File: config.mk
export PLATFORM = sky130hd
export DESIGN_NAME = branchSyncTop
export DESIGN_NICKNAME = d
export VERILOG_FILES = /design/src/viterbiSyncPkg.sv /design/src/branchAligner.sv /design/src/sprtLockDetector.sv /design/src/branchSyncTop.sv
export VERILOG_INCLUDE_DIRS = /design/src /design/src/include
export SDC_FILE = /design/constraint.sdc
export NUM_CORES = 1
export LEC_CHECK = 0
export BUFFER_PORTS_ARGS = -buffer_cell sky130_fd_sc_hd__buf_2
export CORE_MARGIN = 8
export CORE_UTILIZATION = 53
export CTS_CLUSTER_DIAMETER = 150
export DETAILED_ROUTE_END_ITERATION = 8
export GPL_ROUTABILITY_DRIVEN = 0
export HOLD_SLACK_MARGIN = 0.1
export PLACE_DENSITY = 0.81
export RECOVER_POWER = 25
export SETUP_SLACK_MARGIN = 0.15
export SYNTH_ARGS = -nofsm -noshare
export SYNTH_HDL_FRONTEND = slang
export SYNTH_SLANG_ARGS = --single-unit
File: constraint.sdc
create_clock -name clk -period 3 [get_ports clk]
set_input_delay 0.15 -clock clk [delete_from_list [all_inputs] [get_ports clk]]
set_output_delay 0.15 -clock clk [all_outputs]
set_load 0.02 [all_outputs]
File: src/include/viterbiSync_config.svh
`ifndef VITERBI_SYNC_CONFIG_SVH
`define VITERBI_SYNC_CONFIG_SVH

// Signed demodulator symbol width
`define SYM_WIDTH   18

// Hard-decision soft values that are bitwise inverses of each other
`define SOFT_WIDTH  3
`define SOFT_NEG    2
`define SOFT_POS    5

// Decoder error count width
`define BER_WIDTH   16

// SPRT lock detector
`define SPRT_START  64
`define SPRT_LIMIT  128
`define SPRT_STEP   8

`endif

File: src/viterbiSyncPkg.sv
`include "viterbiSync_config.svh"

package viterbiSyncPkg;

    typedef enum logic {
        MODE_BPSK,
        MODE_QPSK
    } demodMode_t;

    // Alignment hypothesis advanced by one on every slip
    typedef enum logic [2:0] {
        STEP0,
        STEP1,
        STEP2,
        STEP3,
        STEP4,
        STEP5,
        STEP6,
        STEP7
    } syncStep_t;

    typedef struct packed {
        logic signed [`SYM_WIDTH-1:0] i;
        logic signed [`SYM_WIDTH-1:0] q;
    } symbol_t;

    // One rate-1/2 code branch per rail
    typedef struct packed {
        logic [`SOFT_WIDTH-1:0] iG1;
        logic [`SOFT_WIDTH-1:0] iG2;
        logic [`SOFT_WIDTH-1:0] qG1;
        logic [`SOFT_WIDTH-1:0] qG2;
    } branchPair_t;

    typedef struct packed {
        logic                  done;
        logic [`BER_WIDTH-1:0] count;
    } errReport_t;

endpackage

File: src/branchAligner.sv
`timescale 1ns/1ns

`include "viterbiSync_config.svh"

module branchAligner
    import viterbiSyncPkg::*;
(
    input  logic        clk,
    input  logic        reset,
    input  demodMode_t  i_mode,
    input  symbol_t     i_sym,
    input  logic        i_symEn,
    input  logic        i_slip,
    output branchPair_t o_pair,
    output logic        o_pairValid,
    output syncStep_t   o_step
);

    logic [`SOFT_WIDTH-1:0] iSoft;
    logic [`SOFT_WIDTH-1:0] qSoft;
    logic [`SOFT_WIDTH-1:0] iSoftPrev;
    logic [`SOFT_WIDTH-1:0] g1;
    logic [`SOFT_WIDTH-1:0] g2;
    logic                   codeEn;
    logic                   pairDone;
    logic                   slipPending;
    logic                   stepAllowed;
    logic                   doStep;

    // Hard-decision slicer on the sign bits
    always_comb begin
        if (i_sym.i[`SYM_WIDTH-1]) begin
            iSoft = `SOFT_WIDTH'(`SOFT_NEG);
        end
        else begin
            iSoft = `SOFT_WIDTH'(`SOFT_POS);
        end
        if (i_sym.q[`SYM_WIDTH-1]) begin
            qSoft = `SOFT_WIDTH'(`SOFT_NEG);
        end
        else begin
            qSoft = `SOFT_WIDTH'(`SOFT_POS);
        end
    end

    // Previous I value is G1 of a BPSK branch
    always_ff @(posedge clk) begin
        if (i_symEn) begin
            iSoftPrev <= iSoft;
        end
    end

    // Code phase
    always_ff @(posedge clk) begin
        if (reset) begin
            codeEn <= 1'b0;
        end
        else if (i_mode == MODE_QPSK) begin
            codeEn <= 1'b1;
        end
        else if (i_symEn) begin
            codeEn <= ~codeEn;
        end
    end

    // Branch mapping for the current step
    always_comb begin
        g1 = iSoft;
        g2 = qSoft;
        pairDone = 1'b0;
        if (i_mode == MODE_QPSK) begin
            pairDone = i_symEn;
            case (o_step[1:0])
                2'd0: begin
                    g1 = iSoft;
                    g2 = qSoft;
                end
                2'd1: begin
                    g1 = qSoft;
                    g2 = ~iSoft;
                end
                2'd2: begin
                    g1 = ~iSoft;
                    g2 = ~qSoft;
                end
                default: begin
                    g1 = ~qSoft;
                    g2 = iSoft;
                end
            endcase
        end
        else begin
            // Odd steps take the pair on the other code phase
            pairDone = i_symEn && (codeEn != o_step[0]);
            if (o_step[1]) begin
                g1 = ~iSoftPrev;
                g2 = ~iSoft;
            end
            else begin
                g1 = iSoftPrev;
                g2 = iSoft;
            end
        end
        // Upper four steps invert G2
        if (o_step[2]) begin
            g2 = ~g2;
        end
    end

    always_ff @(posedge clk) begin
        if (reset) begin
            o_pairValid <= 1'b0;
        end
        else begin
            o_pairValid <= pairDone;
        end
    end

    // Only the I branch feeds the decoder here
    always_ff @(posedge clk) begin
        if (pairDone) begin
            o_pair <= '{iG1: g1, iG2: g2, qG1: '0, qG2: '0};
        end
    end

    // A BPSK step must land on the G1 phase
    assign stepAllowed = i_symEn && ((i_mode == MODE_QPSK) || codeEn);
    assign doStep      = stepAllowed && (slipPending || i_slip);

    always_ff @(posedge clk) begin
        if (reset) begin
            o_step      <= STEP0;
            slipPending <= 1'b0;
        end
        else begin
            slipPending <= (slipPending || i_slip) && !doStep;
            if (doStep) begin
                o_step <= syncStep_t'(o_step + 3'd1);
            end
        end
    end

    pairNeedsStrobe: assert property (
        @(posedge clk) disable iff (reset)
        $rose(o_pairValid) |-> $past(i_symEn)
    ) else $error("o_pairValid rose without a symbol strobe");

    modeStable: assert property (
        @(posedge clk) disable iff (reset)
        $stable(i_mode)
    ) else $error("i_mode changed outside reset");

endmodule

File: src/sprtLockDetector.sv
`timescale 1ns/1ns

`include "viterbiSync_config.svh"

module sprtLockDetector
    import viterbiSyncPkg::*;
(
    input  logic       clk,
    input  logic       reset,
    input  errReport_t i_err,
    output logic       o_inSync,
    output logic       o_slip
);

    // One extra bit so the full error count compares as positive
    localparam int ACC_WIDTH = `BER_WIDTH + 1;
    localparam logic signed [ACC_WIDTH-1:0] ACC_START = ACC_WIDTH'(`SPRT_START);
    localparam logic signed [ACC_WIDTH-1:0] ACC_LIMIT = ACC_WIDTH'(`SPRT_LIMIT);
    localparam logic signed [ACC_WIDTH-1:0] ACC_STEP  = ACC_WIDTH'(`SPRT_STEP);

    logic signed [ACC_WIDTH-1:0] sprtAccum;
    logic signed [ACC_WIDTH-1:0] errCount;

    assign errCount = $signed({1'b0, i_err.count});

    always_ff @(posedge clk) begin
        if (reset) begin
            sprtAccum <= ACC_START;
            o_inSync  <= 1'b0;
            o_slip    <= 1'b0;
        end
        else begin
            o_slip <= 1'b0;
            if (i_err.done) begin
                if (i_err.count != '0) begin
                    if (sprtAccum >= errCount) begin
                        sprtAccum <= sprtAccum - errCount;
                    end
                    else begin
                        // Too many errors for this hypothesis
                        sprtAccum <= ACC_START;
                        o_inSync  <= 1'b0;
                        o_slip    <= 1'b1;
                    end
                end
                else if (sprtAccum < (ACC_LIMIT - ACC_STEP)) begin
                    sprtAccum <= sprtAccum + ACC_STEP;
                end
                else begin
                    sprtAccum <= ACC_LIMIT;
                    o_inSync  <= 1'b1;
                end
            end
        end
    end

    accumBounded: assert property (
        @(posedge clk) disable iff (reset)
        sprtAccum <= ACC_LIMIT
    ) else $error("SPRT accumulator above limit");

endmodule

File: src/branchSyncTop.sv
`timescale 1ns/1ns

module branchSyncTop
    import viterbiSyncPkg::*;
(
    input  logic        clk,
    input  logic        reset,
    input  demodMode_t  i_mode,
    input  symbol_t     i_sym,
    input  logic        i_symEn,
    input  errReport_t  i_err,
    output branchPair_t o_pair,
    output logic        o_pairValid,
    output syncStep_t   o_syncStep,
    output logic        o_inSync,
    output logic        o_slip
);

    // Slip request from the lock detector back to the aligner
    logic slip;

    branchAligner aligner (
        .clk         (clk),
        .reset       (reset),
        .i_mode      (i_mode),
        .i_sym       (i_sym),
        .i_symEn     (i_symEn),
        .i_slip      (slip),
        .o_pair      (o_pair),
        .o_pairValid (o_pairValid),
        .o_step      (o_syncStep)
    );

    sprtLockDetector lockDet (
        .clk      (clk),
        .reset    (reset),
        .i_err    (i_err),
        .o_inSync (o_inSync),
        .o_slip   (slip)
    );

    assign o_slip = slip;

endmodule

==> results.yml <==
critical_path:
  worst_ep_required_time_ns: 3.19
  path_max_fanout: 3
  crit_type: "reg2reg"
  slowest_delay_ns: 0.39
  cp.arrival_ns: 2.86
  cp-end-kind: "register"
  crit_path_cell_trace: "inv_1 -> ha_1 -> inv_1 -> fa_1 -> a21o_1 -> a221oi_2 -> a22oi_2 -> a21boi_2 -> xor2_1 -> or3_1 -> a311oi_1"
  worst_setup_path_start_kind: "register"
  path_common_cell: "inv_1"
  crit_buf_inv: 2
  critPathSlowestCell: "fa_1"
  path_delay_family: "compound AO/OA/AOI/OAI gates"
routing:
  firstDrtPassIters: 4
  drt-total-wl_mm: 6.47
  dr.first_iter.drc_count: 186
  via_count: 2460
  drt-wirelength-per-cell_um: 14.8
  drcViolationCount: 0
  viasPerCell: 5.63
  final_antenna_net_count: 0
power:
  ir_drop_uv: 350
  p_leak_nw: 1.24
  p_per_area_nw_per_um2: 439
clock_network:
  clkSlewWorstSetupHoldPaths_ns: 0.07
  cts_hold_buf: 0
  clock-root-buffer: "clkbuf_8"
  cts_setup_buffers: 0
  cts_resized: 0
  cts_tree: "built"
  clockBufferDepth: 2
  h-tree-depth: 2
  clock_latency_ns: 0.28
  clock_sinks: 31
  cts_made_buffers: 5
global_routing:
  grt_start_max_net_pins: 33
  grt.total_usage_pct: 17.1
  grt-ovfl-total: 0
  grt_pass1_vias: 2282
  grt_antenna_before_repair: 0
  grt_pass1_wl_mm: 10.4
worst_hold_path:
  hold_path.class: "in2reg"
logic_synthesis:
  ys_ff_latch: 31
  synth_edf_count: 6
  synth-main-ff-cell: "dfxtp_1"
  synth_top_cell_area_share_pct: 18.6
  yosys_warnings: 0
  ys_seq_area_share_pct: 25.3
  syn_area_um2: 2690
  async_flop_share_pct: 0
  yosys-top-cells-area: "dfxtp_1 19%, ha_1 9.8%, xnor2_1 7.2%"
  syn_avg_cell_area_um2: 7.97
  syn-instance-count: 337
  synth_cell_types: 63
  synth_top_cell_by_area: "dfxtp_1"
floorplanning:
  row_count: 26
  die_w_um: 87.2
  start_util_pct: 53.6
  dieArea_um2: 7600
  die_y_um: 87.2
  core-area_um2: 5010
  boundaryPins: 75
final_layout:
  antenna_cells: 0
  area_delta_synth_final_pct: 11.4
  final_common_cell: "nor2_1"
  nFillCells: 493
  drive_above_1_share_pct: 14.2
  layout_common_cells: "31 x nor2_1, 29 x nand2_1, 26 x buf_2"
  utilization_pct: 59.7
  finalNetCount: 445
placement:
  port-buffer-count: 34
  dp_slack_ns: 0.362
  dp_hpwl_mm: 4.97
status:
  outcome: "finished, final reports clean"
sta:
  slew_viol_final: 0
  slew-limit-headroom_pct: 60.5
  rsz0062_at_grt: "false"
  period_share_pct: 89.1
  fin_crit_ns: 2.67
  finalWorstSetupSlack_ns: 0.328
  clock_skew_ns: 0.00780
  hold_viol: 0
  tightestPinTransition_ns: 0.588
  finalSetupTns_ns: 0
  fmax_ghz: 0.374
  finalSetupViolations: 0
job:
  maxCapViolations: 0
[worst register-to-register path: cells and delay by family, from the launching register on]
kind	cells	cell delay (ns)
adders and majority gates	2	0.54
and+or+nand+nor	1	0.33
xor gates and xnor gates	1	0.12
DFF	1	0.31
buffers and inverters	2	0.11
AOI/OAI and AO/OA	5	1.15
[metal layers]
layer | track usage, % | share of wire [%] | vias to the layer above
met5 | 0 | 0 | -
met4 | 5.94 | 2.1 | 0
met3 | 3.77 | 5.0 | 10
met2 | 29.4 | 47 | 58
met1 | 20.3 | 46 | 1138
li1 | - | - | 1254
[cells in the mapped netlist (4+ instances only)]
master / count
a311oi_1: 5
o21ai_0: 19
edfxtp_1: 6
buf_4: 8
xor2_1: 10
a31oi_1: 4
nor4_1: 7
nor2_1: 31
nand2_1: 29
nand4_1: 5
inv_1: 25
or3_1: 6
ha_1: 21
o311a_1: 4
a21o_1: 4
o21a_1: 5
a21oi_1: 17
clkbuf_1: 11
dfxtp_1: 25
xnor2_1: 22
nand2b_1: 4
nor2b_1: 8
nand3_1: 6
nor3_1: 4
[area by class of cell]
class	instances	area, um^2	share of cell area [%]
Clock buffer	6	82.6	2.76
Multi-Input combinational cell	264	1820	60.7
Timing Repair Buffer	39	198	6.61
Inverter	25	93.8	3.14
Sequential cell	31	681	22.7
Tap cell	70	87.6	2.93
Clock inverter	2	35.0	1.17
[state kept, by name, summed over array words and instances, names as in the netlist]
register             flops
aligner.o_pair           4
lockDet.sprtAccum       17
aligner.o_step           3
lockDet.o_inSync         1
aligner.iSoftPrev        2
lockDet.o_slip           1
aligner.codeEn           1
aligner.o_pairValid      1
aligner.slipPending      1
[where the power goes]
group          internal [mW]  switching [mW]
registers              0.456          0.0338
logic                  0.167           0.230
clock network          0.269           0.160
total                  0.892           0.423
[per-stage QoR]
step / hold slack, ns / std cells / cell area, um^2 / total power [mW]
floorplan: 0.222 / 342 / 2710 / 0.798
global placement: 0.431 / 429 / 2890 / 0.879
detailed placement: 0.435 / 429 / 2890 / 0.893
CTS: 0.141 / 437 / 3000 / 1.32
global route: 0.231 / 437 / 2990 / 1.38
finish: 0.219 / 437 / 2990 / 1.32
[logic make-up after synthesis]
kind of cell / Yosys count / synth area share, %
buffers and inverters: 47 / 7.78
muxes: 1 / 0.373
DFF: 31 / 25.3
other: 1 / 0.140
and+or+nand+nor: 113 / 21.1
adders and majority gates: 22 / 10.5
xor gates and xnor gates: 32 / 10.4
AOI/OAI and AO/OA: 90 / 24.3
[path summary, 6_finish.rpt]
path / start / end / slack [ns] / cells after the start
worst max-delay path: lockDet.sprtAccum[0] / lockDet.sprtAccum[12] / 0.33 / 11
worst min-delay path: i_mode / aligner.codeEn / 0.22 / 3
worst max register to register: lockDet.sprtAccum[0] / lockDet.sprtAccum[12] / 0.33 / 11
worst min register to register: lockDet.sprtAccum[2] / lockDet.sprtAccum[2] / 0.45 / 2
Note: power is estimated with default switching activity, not from simulation.
